## src/common/camera_cfg_pkg.sv

```systemverilog
`default_nettype none

package camera_cfg_pkg;

    localparam logic [7:0] CAMERA_ADDR = 8'h42;  // OV7670 write address

    localparam int CFG_SIZE = 22;
    localparam int CFG_INDEX_W = 5;
    localparam logic [CFG_INDEX_W-1:0] CFG_END = CFG_INDEX_W'(CFG_SIZE);  // Index past the table

    // One register write
    typedef struct packed {
        logic [7:0] reg_addr;
        logic [7:0] reg_data;
    } cfg_entry_t;

    // RGB444 setup, written in this order
    localparam cfg_entry_t CFG_TABLE [CFG_SIZE] = '{
        '{8'h12, 8'h80},  // COM7 soft reset
        '{8'h11, 8'h00},  // No input clock prescale
        '{8'h3A, 8'h04},  // TSLB output sequence
        '{8'h12, 8'h04},  // COM7 selects RGB
        '{8'h8C, 8'h02},  // RGB444 on
        '{8'h40, 8'hD0},  // COM15 full range, RGB444 word
        '{8'h14, 8'h1A},  // Gain ceiling
        '{8'h4F, 8'hB3},  // Matrix coefficient 1
        '{8'h50, 8'hB3},  // Matrix coefficient 2
        '{8'h51, 8'h00},  // Matrix coefficient 3
        '{8'h52, 8'h3D},  // Matrix coefficient 4
        '{8'h53, 8'hA7},  // Matrix coefficient 5
        '{8'h54, 8'hE4},  // Matrix coefficient 6
        '{8'h3D, 8'hC3},  // COM13 gamma and UV
        '{8'h17, 8'h11},  // Horizontal start
        '{8'h18, 8'h75},  // Horizontal stop
        '{8'h19, 8'h02},  // Vertical start
        '{8'h1A, 8'hA2},  // Vertical stop
        '{8'h32, 8'h80},  // HREF edge offsets
        '{8'h03, 8'h0A},  // VREF low bits
        '{8'h0C, 8'h00},  // COM3 scaling off
        '{8'h3E, 8'h00}   // COM14 no PCLK divide
    };

endpackage

`default_nettype wire

```

## src/verilog/cfg_table_sequencer.sv

```systemverilog
`timescale 1ns/10ps
`default_nettype none

module cfg_table_sequencer (
    input  logic                       clk,
    input  logic                       reset,
    output logic                       cfg_valid,
    input  logic                       cfg_ready,
    output camera_cfg_pkg::cfg_entry_t cfg_entry,
    input  logic                       bus_idle,
    output logic                       config_done
);

    logic [camera_cfg_pkg::CFG_INDEX_W-1:0] cfg_index;
    logic [camera_cfg_pkg::CFG_INDEX_W-1:0] index_next;
    logic                                   xfer;

    assign xfer       = cfg_valid && cfg_ready;
    assign index_next = xfer ? cfg_index + 1'b1 : cfg_index;

    // Entry under the index or zero past the table end
    assign cfg_entry = (cfg_index < camera_cfg_pkg::CFG_END) ?
                       camera_cfg_pkg::CFG_TABLE[cfg_index] : '0;

    always_ff @(posedge clk or posedge reset) begin
        if (reset) begin
            cfg_index   <= '0;
            cfg_valid   <= 1'b0;
            config_done <= 1'b0;
        end else begin
            cfg_index <= index_next;
            cfg_valid <= (index_next < camera_cfg_pkg::CFG_END);  // Drops after the last transfer
            // All entries handed off, queue drained and bus quiet
            if (!cfg_valid && (cfg_index == camera_cfg_pkg::CFG_END) && bus_idle) begin
                config_done <= 1'b1;
            end
        end
    end

    // Offered entry must hold until the FIFO takes it
    entry_hold: assert property (
        @(posedge clk) disable iff (reset)
        (cfg_valid && !cfg_ready) |=> (cfg_valid && $stable(cfg_entry))
    );

endmodule

`default_nettype wire

```

## config.mk

```make
export PLATFORM = sky130hd
export DESIGN_NAME = cfg_table_sequencer
export DESIGN_NICKNAME = d
export VERILOG_FILES = /design/src/common/camera_cfg_pkg.sv /design/src/verilog/cfg_table_sequencer.sv
export SDC_FILE = /design/constraint.sdc
export NUM_CORES = 1
export LEC_CHECK = 0
export BUFFER_PORTS_ARGS = -buffer_cell sky130_fd_sc_hd__buf_2
export CORE_MARGIN = 2
export CORE_UTILIZATION = 56
export CTS_CLUSTER_DIAMETER = 80
export DETAILED_ROUTE_END_ITERATION = 16
export PLACE_DENSITY = 0.85
export RECOVER_POWER = 25
export SETUP_SLACK_MARGIN = 0.2
export SYNTH_ARGS = -nofsm -noshare
export SYNTH_HDL_FRONTEND = slang
export SYNTH_SLANG_ARGS = --single-unit
```

## constraint.sdc

```tcl
create_clock -name clk -period 2.3 [get_ports clk]
set_input_delay 0.115 -clock clk [delete_from_list [all_inputs] [get_ports clk]]
set_output_delay 0.115 -clock clk [all_outputs]
set_load 0.1 [all_outputs]
```

## Yosys cells after proc, flatten, opt, wreduce, memory -nomap -nowiden

Memory sizes are Yosys's and may differ from the RTL's.
Cells that the tools add are included.

- Equality and inequality tests: 1
- $lt $le $gt $ge: 3
- Add/sub/neg operators: 1
- Mux-type cells: 4
- Reduce and logical (&&, ||, !) cells: 4
- Bitwise logic cells: 1

Operator list:

| cell | number |
|---|---|
| 16-bit 2-to-1 mux | 3 |
| 5-bit < comparator, second input constant | 2 |
| 6-bit >= comparator, second input constant | 1 |
| 5-bit inverter with 6-bit output | 1 |
| 5-bit by 1-bit adder with 5-bit output, second input constant | 1 |
| 5-bit equality test, second input constant | 1 |
| 5-bit 2-to-1 mux | 1 |
| 1-bit logical AND | 3 |
| 1-bit zero test | 1 |

- Output and inout bits: 18
- Flip-flop bits (word level): 7
- Word-level logic and storage cells: 18
- Bits of input ports: 4
- ROM bits: 512
- Memories: 1

Memory list:

| memory | words | width | read ports | clocked after memory_dff | wr ports | RTL line | source |
|---|---|---|---|---|---|---|---|
| (name not given) | 32 | 16 | 1 | 0 | 0 | cfg_table_sequencer.sv:23 | `camera_cfg_pkg::CFG_TABLE[cfg_index] : '0;` |

## Longest topological paths before layout

- Depth after elaboration: 5
- Gate-level depth with buffers: 7

## Worst setup path after synthesis

OpenSTA, ideal clock, no wires.

- Path type: register to output
- Start: reg cfg_index[1] (netlist name)
- End: out cfg_entry[5] (netlist name)
- Data required time: 2.185 ns
- Arrival: 3.234 ns
- Buffers on the path: 1
- Slack: -1.049 ns
- Cell stages (with the launch flop): 7
- Cells stage by stage: dfrtp_1 > buf_4 > inv_1 > ha_1 > nor2b_1 > mux2i_1 > o21ai_0

RTL lines:

| element | RTL line | source |
|---|---|---|
| start: declaration | cfg_table_sequencer.sv:14 | `logic [camera_cfg_pkg::CFG_INDEX_W-1:0] cfg_index;` |
| start signal: assignment | cfg_table_sequencer.sv:31 | `cfg_index <= index_next;` |
| end: declaration | cfg_table_sequencer.sv:9 | `output camera_cfg_pkg::cfg_entry_t cfg_entry,` |

==> impl_results.md <==
- Max Buffers Root-to-Sink: 2
- Worst path required time: 2.18 ns
- Level count of the clock H-tree: 1
- Root buffer selected by CTS: sky130_fd_sc_hd__clkbuf_4
- Synth Area per Inst: 7.35 um2
- Max-slew violation count: 0
- Class of the tightest hold or removal check: in -> reg
- Total of fill cells in the finished design: 63
- HPWL reported at the end of detailed placement: a little under 2000 um
- Worst Path Max Fanout: 5
- Row Count: 14
- Post-Syn Nets: 135
- Area enclosed by the die boundary: 1920 um2
- Die Wd: between 40 and 50 um
- Clock period minus final worst setup slack: 2.11 ns
- Mapped Area: 890 um2
- Number of DRC violations after detailed routing: 0
- Hold violation total from the final report: 0
- Detailed Route WL: ~3500 um
- Worst slew pin tran: 0.487 ns
- Max Clock Skew: 0.000403 ns
- Nature of the critical path endpoint: output pin
- Max-cap viol count: 0
- Sequential element share of the synthesized area: 19.7%
- RSZ-0062 raised after global routing: false
- Status: finished clean
- Number of buffers created by CTS: 3
- Post-route fraction of the period consumed by the critical path: 91.8%
- Gate count of the mapped netlist: roughly 120
- Cell-by-cell trace of the critical path: buf_4, ha_2, nand2b_1, nor2_1, a31oi_1, o22ai_4, buf_12
- Initial Utilization: 59.7%
- Layout cell share with drive strength beyond 1: 43.6%
- Post-synthesis sequential element count: 7
- Synth cell types: 34
- Fmax: 0.474 GHz
- Via count of the first global-routing pass: 999
- Pin count of the biggest net entering global routing: 20
- Layer with the highest usage after global routing: met2
- Antenna-violating nets left: 0
- Vert. Die Dim: 43.9 um
- Clock tree from TritonCTS: done
- Number of warning messages in the yosys log: 0
- Area occupied by registers: 180 um2
- Final core occ: 90.3%
- Met3 routing resource usage after global routing: 4.17%
- Kind of launch point of the worst setup path: flop
- Number of synthesized flops with an enable pin: 0
- Number of primary I/O pins: 22
- Arrival time of data at the critical path endpoint: 2.00 ns
- Slew margin rel.: 67.8%
- Clock transition time at the flip-flop clock pins of the worst setup and hold paths: 0.06 ns
- Fraction of met2 tracks used by global routing: 55.9%
- First-pass GRT wire length: 4890 um
- Number of failing setup endpoints in the final timing report: 0
- Area of combinational cells with multiple inputs: 758 um2
- First-pass iteration count of the detailed router: 4
- Routed via count: 1129
- Global Route Usage Sum: a little over a third
- Number of placed cells counting well taps: 154
- Final RePlAce weighted congestion: 0.957
- Buffers on Ports: 21
- Area growth syn-to-layout: 51.1%
- Clock sink count: 7
- Total grt overflow: 0
- N_diodes: 0
- Total Negative Setup Slacks: 0 ns
- Clock latency on the worst-skew pair: 0.27 ns
- Area of the core: approximately 1500 um2
- Largest stage delay on the critical path: approximately 0.45 ns
- Detail-routed net length per standard cell: 21.3 um
- Via density: 6.84
- Synth async-reset ratio: 100%
- Fraction of met1 tracks used by global routing: 46.6%
- Cell type of the slowest stage on the worst timing path: sky130_fd_sc_hd__dfrtp_2
- WS Path Type: reg -> out
- Dominant synthesized flop cell: sky130_fd_sc_hd__dfrtp_1
- Final cell count without fillers: roughly 170
- Hold Worst Slack: 0.269 ns
- Iteration-0 DRC count of the detailed router: 94
- Number of antenna violations at the first check in global routing: 0
- Final layout net count: 164
cell families (layout without fill, tap and decap cells):
group,count (synthesis),in the layout,share of synthesized area [%]
buf+inv,16,44,8.16
xor+xnor,3,3,3.80
flops,7,7,19.7
compound gates,42,42,28.8
simple gates,41,41,23.2
mux,2,2,2.25
fa+ha+maj,10,10,14.1
synth_stat cells, drive strengths merged, types with 2 or more instances:
cell type  number  area share (%)
nor2b           5             3.5
nand2          11             4.9
o21ai          11             6.2
ha             10              14
a31oi           3             2.1
a22oi           3             2.5
buf             8             4.8
dfrtp           7              20
o22ai           6             4.2
inv             7             3.0
nor2           11             4.6
o21a            2             1.7
a21oi          10             5.6
nand3           3             1.7
mux2i           2             2.3
and2            2             1.4
nand2b          6             4.2
xnor2           3             3.8
placed cells by master, fill, tap and decap left out, drive strengths merged, types with 2 or more instances in the layout:
cell type  synthesis  routed
buf                8      31
nor2b              5       5
o22ai              6       6
a22oi              3       3
mux2i              2       2
and2               2       2
nor2              11      11
dfrtp              7       7
nand2b             6       6
nand2             11      11
o21a               2       2
a31oi              3       3
ha                10      10
inv                7       7
xnor2              3       3
o21ai             11      11
clkbuf             1       5
a21oi             10      10
nand3              3       3
repair_timing:
action | 4_1_cts | 5_1_grt
gates cloned | 0 | 0
resized for setup | 12 | 9
buffers inserted | 3 | 3
hold buffers | 1 | 0
endpoints found under the hold margin | 7 | 0
setup endpoints to repair | 15 | 15
registers in the layout, indices dropped and copies added (netlist names):
signal	count
cfg_index	5
cfg_valid	1
config_done	1
final timing paths:
kind / from / to / slack [ns] / cells past startpoint
max in group asynchronous: reset / cfg_index[2]$_DFF_PP0_ / 1.74 / 3
min: cfg_ready / cfg_index[2]$_DFF_PP0_ / 0.27 / 3
max reg2reg: cfg_index[2]$_DFF_PP0_ / cfg_valid$_DFF_PP0_ / 0.69 / 5
max: cfg_index[1]$_DFF_PP0_ / cfg_entry[11] / 0.19 / 7
min reg2reg: config_done$_DFFE_PP0P_ / config_done$_DFFE_PP0P_ / 0.49 / 1
min in group asynchronous: reset / cfg_valid$_DFF_PP0_ / 0.33 / 3
through the flow:
step | setup WS [ns] | cell area (um2)
global placement | 0.338 | 1220
floorplan | -0.304 | 988
CTS | 0.217 | 1300
finish | 0.189 | 1340
detailed placement | 0.207 | 1220
global route | 0.125 | 1340
layout make-up:
cell class	instances	share of cell area [%]
clock buffers	4	1.96
repair buffers	33	24.8
flip-flops and latches	7	13.4
multi-input cells	98	56.4
inverters	7	1.96
well taps	16	1.49
worst max-delay path, delay by kind of cell, from the launching register on:
kind                     cells  cell delay, ns
AO/OA/AOI/OAI                2            0.46
flip-flops                   1            0.45
buffers and inverters        2            0.36
adder cells (fa/ha/maj)      1            0.23
AND/OR/NAND/NOR              2            0.23
layer usage:
| metal | wire (um) | vias to the layer above |
|---|---|---|
| met2 | 1670 | 101 |
| li1 | - | 480 |
| met4 | 148 | 0 |
| met5 | 0 | - |
| met3 | 308 | 22 |
| met1 | 1380 | 526 |
Power is not shown: default switching activity piles up to over one toggle a cycle in this logic, so the estimate is an artifact.
