## src/common/camera_cfg_pkg.sv

```systemverilog
`default_nettype none

package camera_cfg_pkg;

    localparam logic [7:0] CAMERA_ADDR = 8'h42;  // OV7670 write address

    localparam int CFG_SIZE = 22;
    localparam int CFG_INDEX_W = 5;
    localparam logic [CFG_INDEX_W-1:0] CFG_END = CFG_INDEX_W'(CFG_SIZE);  // Index past the table

    // One register write
    typedef struct packed {
        logic [7:0] reg_addr;
        logic [7:0] reg_data;
    } cfg_entry_t;

    // RGB444 setup, written in this order
    localparam cfg_entry_t CFG_TABLE [CFG_SIZE] = '{
        '{8'h12, 8'h80},  // COM7 soft reset
        '{8'h11, 8'h00},  // No input clock prescale
        '{8'h3A, 8'h04},  // TSLB output sequence
        '{8'h12, 8'h04},  // COM7 selects RGB
        '{8'h8C, 8'h02},  // RGB444 on
        '{8'h40, 8'hD0},  // COM15 full range, RGB444 word
        '{8'h14, 8'h1A},  // Gain ceiling
        '{8'h4F, 8'hB3},  // Matrix coefficient 1
        '{8'h50, 8'hB3},  // Matrix coefficient 2
        '{8'h51, 8'h00},  // Matrix coefficient 3
        '{8'h52, 8'h3D},  // Matrix coefficient 4
        '{8'h53, 8'hA7},  // Matrix coefficient 5
        '{8'h54, 8'hE4},  // Matrix coefficient 6
        '{8'h3D, 8'hC3},  // COM13 gamma and UV
        '{8'h17, 8'h11},  // Horizontal start
        '{8'h18, 8'h75},  // Horizontal stop
        '{8'h19, 8'h02},  // Vertical start
        '{8'h1A, 8'hA2},  // Vertical stop
        '{8'h32, 8'h80},  // HREF edge offsets
        '{8'h03, 8'h0A},  // VREF low bits
        '{8'h0C, 8'h00},  // COM3 scaling off
        '{8'h3E, 8'h00}   // COM14 no PCLK divide
    };

endpackage

`default_nettype wire

```

## src/verilog/write_fifo.sv

```systemverilog
`timescale 1ns/10ps
`default_nettype none

module write_fifo (
    input  logic                       clk,
    input  logic                       reset,
    input  logic                       cfg_valid,
    output logic                       cfg_ready,
    input  camera_cfg_pkg::cfg_entry_t cfg_entry,
    output logic                       wr_valid,
    input  logic                       wr_ready,
    output camera_cfg_pkg::cfg_entry_t wr_entry,
    output logic                       empty
);

    camera_cfg_pkg::cfg_entry_t mem [4];

    logic [1:0] wr_ptr;
    logic [1:0] rd_ptr;
    logic [2:0] count;   // 0 to 4 entries
    logic       push;
    logic       pop;

    assign cfg_ready = (count != 3'd4);
    assign wr_valid  = (count != 3'd0);
    assign empty     = (count == 3'd0);
    assign wr_entry  = mem[rd_ptr];  // Head of queue

    assign push = cfg_valid && cfg_ready;
    assign pop  = wr_ready && wr_valid;

    // Storage
    always_ff @(posedge clk) begin
        if (push) begin
            mem[wr_ptr] <= cfg_entry;
        end
    end

    always_ff @(posedge clk or posedge reset) begin
        if (reset) begin
            wr_ptr <= 2'd0;
            rd_ptr <= 2'd0;
            count  <= 3'd0;
        end else begin
            if (push) begin
                wr_ptr <= wr_ptr + 2'd1;  // Wraps at four
            end
            if (pop) begin
                rd_ptr <= rd_ptr + 2'd1;
            end
            case ({push, pop})
                2'b10:   count <= count + 3'd1;
                2'b01:   count <= count - 3'd1;
                default: count <= count;  // Idle or simultaneous push and pop
            endcase
        end
    end

    // The master must not start a write from an empty queue
    no_pop_empty: assert property (
        @(posedge clk) disable iff (reset)
        wr_ready |-> !empty
    );

    // A full queue with no pop keeps its contents
    no_push_full: assert property (
        @(posedge clk) disable iff (reset)
        (!cfg_ready && !pop) |=> (count == 3'd4)
    );

endmodule

`default_nettype wire
```

## config.mk

```make
export PLATFORM = sky130hd
export DESIGN_NAME = write_fifo
export DESIGN_NICKNAME = d
export VERILOG_FILES = /design/src/common/camera_cfg_pkg.sv /design/src/verilog/write_fifo.sv
export SDC_FILE = /design/constraint.sdc
export NUM_CORES = 1
export LEC_CHECK = 0
export BUFFER_PORTS_ARGS = -buffer_cell sky130_fd_sc_hd__buf_2
export CORE_ASPECT_RATIO = 0.7
export CORE_UTILIZATION = 38
export CTS_CLUSTER_SIZE = 10
export DETAILED_ROUTE_END_ITERATION = 8
export PLACE_DENSITY_LB_ADDON = 0.3
export SLEW_MARGIN = 20
export SYNTH_ARGS = -nofsm -noshare
export SYNTH_HDL_FRONTEND = slang
export SYNTH_SLANG_ARGS = --single-unit
export TNS_END_PERCENT = 1
```

## constraint.sdc

```tcl
create_clock -name clk -period 2.7 [get_ports clk]
set_clock_uncertainty 0.1 [all_clocks]
set_input_delay 0.54 -clock clk [delete_from_list [all_inputs] [get_ports clk]]
set_output_delay 0.54 -clock clk [all_outputs]
set_load 0.01 [all_outputs]
```

# Word-level counts from Yosys, hierarchy flattened
# Memory sizes are Yosys's and may differ from the RTL's.
# Cells that the tools add are included.
# totals
output_inout_bits	19
n_memories	1
ram_bits	64
ff_bits	7
# op_classes
n_eq_ne	3
muxes	3
reduce_logical	5
addsub	4
# memory_table
memory	words	width	read_ports	rd_clocked_by_memory_dff	write_ports	line	rtl
mem	4	16	1	0	1	write_fifo.sv:16	camera_cfg_pkg::cfg_entry_t mem [4];
# ops
cell	n
3-bit one-hot mux with 2 select lines	1
2-bit by 1-bit adder with 2-bit output (second input constant)	2
3-bit by 1-bit adder with 3-bit output (second input constant)	1
3-bit logical NOT	1
3-bit inequality test (second input constant)	1
3-bit nonzero test	1
3-bit by 1-bit subtractor with 3-bit output (second input constant)	1
2-bit by 1-bit == test with 1-bit output (second input constant)	1
2-bit == test (second input constant)	1
1-bit logical AND	2
1-bit 2-to-1 mux	2
2-bit nonzero test	1

# Logic depth before layout (Yosys ltp)
# Gate-level depths: netlist (run 1).
# depth
word_depth	4
ltp_mapped	9
ltp_nobuf	9

# Least setup slack after synthesis (run 1)
# Ideal clock, no wire load.
# synth_path
kind	flip-flop to flip-flop
from	reg count[0]
to	reg count[2]
path_stages_with_launch	10
slack_ns	0.497
path_buffers	0
required_ns	2.521
arrival_ns	2.024
setup_ns	0.079
path_cell_list	dfrtp_1 or3b_4 and2_4 inv_1 ha_1 inv_1 fa_1 xor2_1 nor2_1 xor2_1
# synth_between
elab_chain_cells	4
elab_cells_between_ends	10
cone_classes	add/sub: 2; eq/ne: 3; mux: 1; reduce/logical: 4
# synth_lines
item	line	rtl
start: declaration	write_fifo.sv:20	logic [2:0] count;
start signal: assignment	write_fifo.sv:52	2'b10: count <= count + 3'd1;
start signal: assignment	write_fifo.sv:53	2'b01: count <= count - 3'd1;
start signal: assignment	write_fifo.sv:54	default: count <= count;
3-bit inequality test *	write_fifo.sv:24	assign cfg_ready = (count != 3'd4);
net cfg_ready	write_fifo.sv:8	output logic cfg_ready,
1-bit logical AND *	write_fifo.sv:29	assign push = cfg_valid && cfg_ready;
2-bit by 1-bit == test with 1-bit output or 2-bit == test (tied branches)	write_fifo.sv:51	case ({push, pop})
3-bit one-hot mux with 2 select lines or 2-bit nonzero test (tied branches)	--	
# Mark *: on every way through the listed nets, which the timed path passes. The rest lies on a longest branch.
# A chain may end at the register's enable or synchronous reset.

==> results of run 1 <==
==> final cells by class <==
type / instances / share of cell area, %
Sequential cell: 71 / 64.5
Clock inverter: 7 / 2.27
Timing Repair Buffer: 41 / 6.62
Tap cell: 94 / 3.62
Multi-Input combinational cell: 40 / 18.3
Inverter: 8 / 0.923
Clock buffer: 9 / 3.81
==> state kept, by name, indices dropped and copies added, names as in the netlist <==
signal and cells:
mem 64, count 3, rd_ptr 2, wr_ptr 2
==> power groups by stage <==
stage               Combinational (mW)  Sequential (mW)  Clock, mW
global route                      1.18             1.64      0.883
finish                            1.08             1.61      0.816
floorplan                        0.788             1.55          0
detailed placement                1.10             1.64          0
CTS                               1.11             1.61      0.835
global placement                  1.06             1.61          0
==> worst max-delay path, delay by kind of cell, from the launching register on <==
kind                   cells  cell delay (ns)
flip-flops                 1             0.89
buffers and inverters      1             0.16
multiplexers               1             0.44
==> cells by family (layout without fill, tap and decap cells) <==
kind of cell	count (synthesis)	in the layout
AOI/OAI and AO/OA	1	1
DFF	71	71
muxes	18	18
buffers and inverters	12	65
and+or+nand+nor	9	9
xor gates and xnor gates	6	6
adders and majority gates	6	6
==> per-stage QoR <==
step / cells / setup slack (ns) / util (%) / instance area (um^2) / power (mW)
after floorplan: 123 / 0.497 / - / 2740 / 2.34
after global placement: 253 / 0.487 / 44.5 / 3050 / 2.67
after detailed placement: 253 / 0.320 / 44.5 / 3050 / 2.74
after CTS: 270 / 0.177 / 47.5 / 3250 / 3.56
after global routing: 270 / 0.126 / 47.5 / 3250 / 3.70
final: 270 / 0.233 / 47.5 / 3250 / 3.50
==> metal layers <==
metal / vias to the layer above / track usage, %
met5: - / 0
met4: 0 / 3.38
met3: 4 / 7.23
met2: 38 / 23.5
met1: 665 / 16.2
li1: 582 / -
==> layout by cell type, fill, tap and decap left out, types with 2 or more instances in the layout <==
cell type	count
xnor2_1	3
inv_1	8
clkinvlp_4	3
clkinv_4	2
edfxtp_1	64
and3_2	4
ha_1	5
dfrtp_1	7
xor2_1	3
mux4_2	16
clkbuf_8	9
buf_4	2
buf_2	38
==> worst max path at each step <==
stage	from	endpoint	slack (ns)	depth (start not counted)
finish	rd_ptr[1]	wr_entry[14]	0.23	2
global route	rd_ptr[1]	wr_entry[13]	0.13	2
CTS	rd_ptr[1]	wr_entry[13]	0.18	2
detailed placement	count[0]	count[2]	0.32	9
global placement	count[0]	count[2]	0.49	9
floorplan	count[0]	count[2]	0.50	9
==> repair_timing <==
item / CTS / global route
hold buffers: 1 / 0
setup buffers: 0 / 0
endpoints found under the hold margin: 6 / 0
==> impl_metrics.tcl, run 1 <==
set metrics [dict create \
    grt_pass1_wl_um 7290 \
    outcome "finished, final reports clean" \
    final_hold_viol_count 0 \
    rows 25 \
    synth_area_leaders "edfxtp_1 70%, mux4_2 13%, dfrtp_1 6.4%, ha_1 2.3%, and3_2 1.1%" \
    slew_violations 0 \
    max_slew.worst_pin.slew_ns 0.830 \
    io_pins 39 \
    ant_nets 0 \
    nets 197 \
    internal_power_mw 2.43 \
    setup_viol 0 \
    cts.clk_slew.worst_paths_ns 0.08 \
    synth_area_leader_cell "edfxtp_1" \
    synth-xor-area-share_pct 1.92 \
    worst_hold_path.num_cells 1 \
    arrival_ns 1.83 \
    yosysTopAreaCellShare_pct 70.0 \
    fin_crit_sh_pct 91.4 \
    dr.max_layer_used "met4" \
    crit_path_max_incr_delay_ns 0.89 \
    power_frac_comb_pct 30.8 \
    multiInputGateArea_um2 596 \
    cts_made_buffers 9 \
    grt_antenna_before_repair 0 \
    crit_path_start_kind "register" \
    cts_buffer_depth 2 \
    p_leak_nw 1.18 \
    clock_latency_ns 0.34 \
    regArea_mm2 0.00210 \
    netSwitchingFraction_pct 30.6 \
    synth-compound-area-share_pct 0.365 \
    synthesis.area_mm2 0.00274 \
    yosysWarnings 0 \
    die_w_um 104 \
    avgSynthCellArea_um2 22.3 \
    crit_chain "mux4_2 -> buf_2" \
    synth.most_common_cell "edfxtp_1" \
    area_growth_pct 18.6 \
    die_h_um 73.1 \
    hpwl_um 2900 \
    drc 0 \
    wl_met1_um 1970 \
    core_area_mm2 0.00685 \
    fill_cells 574 \
    netlist_instances 123 \
    crit_type "register to primary output" \
    grt_usage_pct 14.0 \
    grt_pass1_vias 1378 \
    power.net_switching_mw 1.07 \
    cts_root_buf "clkbuf_8" \
    grt_max_degree 18 \
    cts.sinks 71 \
    hold_path.class "primary input to register" \
    cts_tree "yes" \
    min_to "mem[2][10]" \
    synth_nets 149 \
    maxCapViolCount 0 \
    powerDensity_mw_per_mm2 1080 \
    synth_top_flop_cell "edfxtp_1" \
    globalplace.congestion 0.756 \
    synth.area.mux_share_pct 14.0 \
    synth_fa_ha_area_share_pct 3.01 \
    fmax_ghz 0.405 \
    synth_top_family_by_area "multiplexers" \
    grt_overflow 0 \
    ctsResizeCount 0 \
    yosysSeqAreaShare_pct 76.4 \
    cp_slowest_cell "dfrtp_1" \
    slew_headroom_pct 44.7 \
    required_ns 2.06 \
    wl_met3_um 254 \
    final_layout_size_suffix_gt1_share_pct 45.5 \
    worst_ir_drop_vdd_mv 0.554 \
    ys_ff_latch 71 \
    end_kind "primary output" \
    synth.distinct_cells 20 \
    via_per_inst 4.77 \
    start_util_pct 40.1 \
    finalSetupTns_ns 0 \
    r2r-end "count[2]" \
    dr.pass1.iters 4 \
    routed_wl_um 4590 \
    wl_met2_um 2340 \
    min_period_ns 2.47 \
    power.share.sequential_pct 45.9 \
    hold_path_startpoint "cfg_entry[10]" \
    p_clk_share_pct 23.3 \
    r2r_slack_ns 0.29 \
    ys_async_sr_fraction_pct 9.86 \
    synth_enable_flop_cells 64 \
    n_antenna_cell 0 \
    dr_total_vias 1289 \
    hold_slack_ns 0.305 \
    synthSimpleGateAreaFrac_pct 2.37 \
    cp_max_fo 17 \
    r2r_start "count[0]" \
    die_area_mm2 0.00757 \
    reg2reg_depth 9 \
    rsz0062_at_grt "no" \
    wire_per_inst_um 17.0 \
    portBuffers 38 \
    htree_levels 3 \
    drtIter0Drc 58 \
    synth_common_cells "64 x edfxtp_1, 16 x mux4_2, 8 x inv_1" \
]
(Power assumes the default switching activity.)
==> inputs of run 2 (changes only) <==
MAX_ROUTING_LAYER = met4   (was not set)
clock period = 2.4 ns   (was 2.7 ns; I/O delays follow)
==> run 2 against run 1 <==
Sequential share of layout area about the same. Die area stayed put. Via count fell by 0.47%. Largest cell class unchanged. Clock power increased by 2.9%.
==> impl_metrics.tcl, run 2 (synthesized netlist as in run 1, its figures left out) <==
set metrics [dict create \
    powerDensity_mw_per_mm2 1200 \
    fmax_ghz 0.434 \
    max_slew.worst_pin.slew_ns 0.467 \
    r2r_slack_ns 0.1 \
    required_ns 2.56 \
    rows 25 \
    dp_cells 253 \
    outcome "finished, final reports clean" \
    grt_max_degree 18 \
    r2r_start "count[1]" \
    crit_family "simple AND/OR/NAND/NOR gates" \
    grt_pass1_vias 1406 \
    crit_type "register to register" \
    reg_top3 "mem: 64 flops, count: 3 flops" \
    n_antenna_cell 0 \
    htree_levels 3 \
    slew_headroom_pct 68.9 \
    crit_path_end "count[2]" \
    drtIter0Drc 46 \
    cts_buffer_depth 2 \
    final_common_cell "edfxtp_1" \
    power.share.sequential_pct 46.9 \
    drc 0 \
    placed_cell_area_mm2 0.00306 \
    crit_cells 9 \
    crit_chain "or3b_4 -> and2_4 -> inv_1 -> ha_2 -> inv_1 -> fa_1 -> xor2_1 -> nor2_1 -> xor2_1" \
    final_layout_size_suffix_gt1_share_pct 47.5 \
    cts_tree "yes" \
    die_area_mm2 0.00757 \
    fin_crit_sh_pct 95.9 \
    final_cell_mix "64 x edfxtp_1, 38 x buf_2, 16 x mux4_2, 11 x clkbuf_8, 8 x inv_1" \
    die_w_um 104 \
    grt_antenna_before_repair 0 \
    largest_reg_flops 64 \
    fill_cells 593 \
    r2r-end "count[2]" \
    globalplace.congestion 0.695 \
    critical_path.startpoint "count[1]" \
    start_util_pct 40.1 \
    worst_ir_drop_vdd_mv 0.543 \
    hold_path.class "primary input to register" \
    io_pins 39 \
    grt_overflow 0 \
    maxCapViolCount 0 \
    portBuffers 38 \
    via_per_inst 4.73 \
    setup_viol 0 \
    fin_area_mm2 0.00326 \
    finalSetupTns_ns 0 \
    power_frac_comb_pct 31.7 \
    cp_slowest_cell "or3b_4" \
    ant_nets 0 \
    grt_pass1_wl_um 7360 \
    stdcell_count 271 \
    crit_path_max_incr_delay_ns 0.44 \
    hpwl_um 3040 \
    cts_made_buffers 9 \
    final_hold_viol_count 0 \
    top_register "mem" \
    min_period_ns 2.30 \
    cp_max_fo 6 \
    arrival_ns 2.46 \
    power.net_switching_mw 1.19 \
    crit_path_start_kind "register" \
    dr_total_vias 1283 \
    area_growth_pct 18.8 \
    cts_root_buf "clkbuf_8" \
    netSwitchingFraction_pct 30.3 \
    wire_per_inst_um 17.3 \
    p_clk_share_pct 21.5 \
    end_kind "register" \
    cts.clk_slew.worst_paths_ns 0.07 \
    cts.sinks 71 \
    nets 198 \
    rsz0062_at_grt "no" \
    p_leak_nw 1.18 \
    dr.pass1.iters 4 \
    clock_latency_ns 0.33 \
    worst-path-buf-inv 2 \
    die_h_um 73.1 \
    routed_wl_um 4680 \
    slew_violations 0 \
    reg2reg_depth 9 \
    core_area_mm2 0.00685 \
    grt_usage_pct 14.5 \
    internal_power_mw 2.72 \
]
run 2: changes by cell type in the layout (fill, tap and decap cells not counted), moves of 2 or more:
cell / delta
clkbuf_1: +2
dfrtp_1: -3
dfrtp_2: +3
clkinv_4: -2
clkbuf_8: +2
run 2: layer usage:
layer | part of all wire [%] | wire length, um | up-vias | track usage, %
met4 | 1.3 | 62 | 0 | 5.96
met5 | 0 | 0 | - | -
li1 | - | - | 586 | -
met3 | 6.4 | 301 | 9 | 6.61
met1 | 42 | 1990 | 646 | 15.4
met2 | 50 | 2330 | 42 | 24.0
run 2: area by class of cell:
| class | count | area (um^2) | area share [%] |
|---|---|---|---|
| clock buffers | 13 | 159 | 4.87 |
| clock inverters | 3 | 20.0 | 0.614 |
| inverters | 8 | 30.0 | 0.921 |
| multi-input cells | 40 | 598 | 18.3 |
| flip-flops and latches | 71 | 2100 | 64.4 |
| well taps | 94 | 118 | 3.61 |
| repair buffers | 42 | 235 | 7.21 |
run 2: worst min-delay path by stage:
stage	endpoint	slack, ns	cells past startpoint	from
2_1_floorplan	count[0]	0.18	1	reset
3_3_place_gp	count[2]	0.32	2	reset
3_5_place_dp	count[1]	0.33	2	reset
4_1_cts	mem[3][10]	0.23	1	cfg_entry[10]
5_1_grt	mem[1][11]	0.24	1	cfg_entry[11]
6_report	mem[1][10]	0.25	1	cfg_entry[10]
run 2: repair_timing:
action / CTS / global route
endpoints found under the setup margin: 12 / 1
pin swaps: 0 / 2
gates cloned: 0 / 0
buffers inserted: 0 / 1
hold buffers: 1 / 0
gates resized for setup: 2 / 2
hold endpoints to repair: 7 / 0
run 2: power groups by stage:
stage / registers [mW] / logic, mW / clock network (mW)
finish: 1.83 / 1.24 / 0.840
CTS: 1.84 / 1.24 / 0.868
floorplan: 1.74 / 0.887 / 0
global placement: 1.84 / 1.19 / 0
detailed placement: 1.87 / 1.24 / 0
global route: 1.87 / 1.35 / 0.908
run 2: per-stage QoR:
step | hold slack (ns) | power, mW | setup WS [ns] | util (%)
after global routing | 0.238 | 4.12 | 0.00802 | 47.6
after CTS | 0.231 | 3.96 | 0.0863 | 47.4
after detailed placement | 0.332 | 3.11 | 0.114 | 44.6
final | 0.252 | 3.91 | 0.0973 | 47.6
after floorplan | 0.183 | 2.63 | 0.197 | -
after global placement | 0.319 | 3.03 | 0.186 | 44.6
run 2: worst reg2reg max path: cells and delay by family (launching register included):
family	cells	cell delay, ns
simple gates	3	0.75
fa+ha+maj	2	0.55
flops	1	0.41
xor+xnor	2	0.31
buf+inv	2	0.11
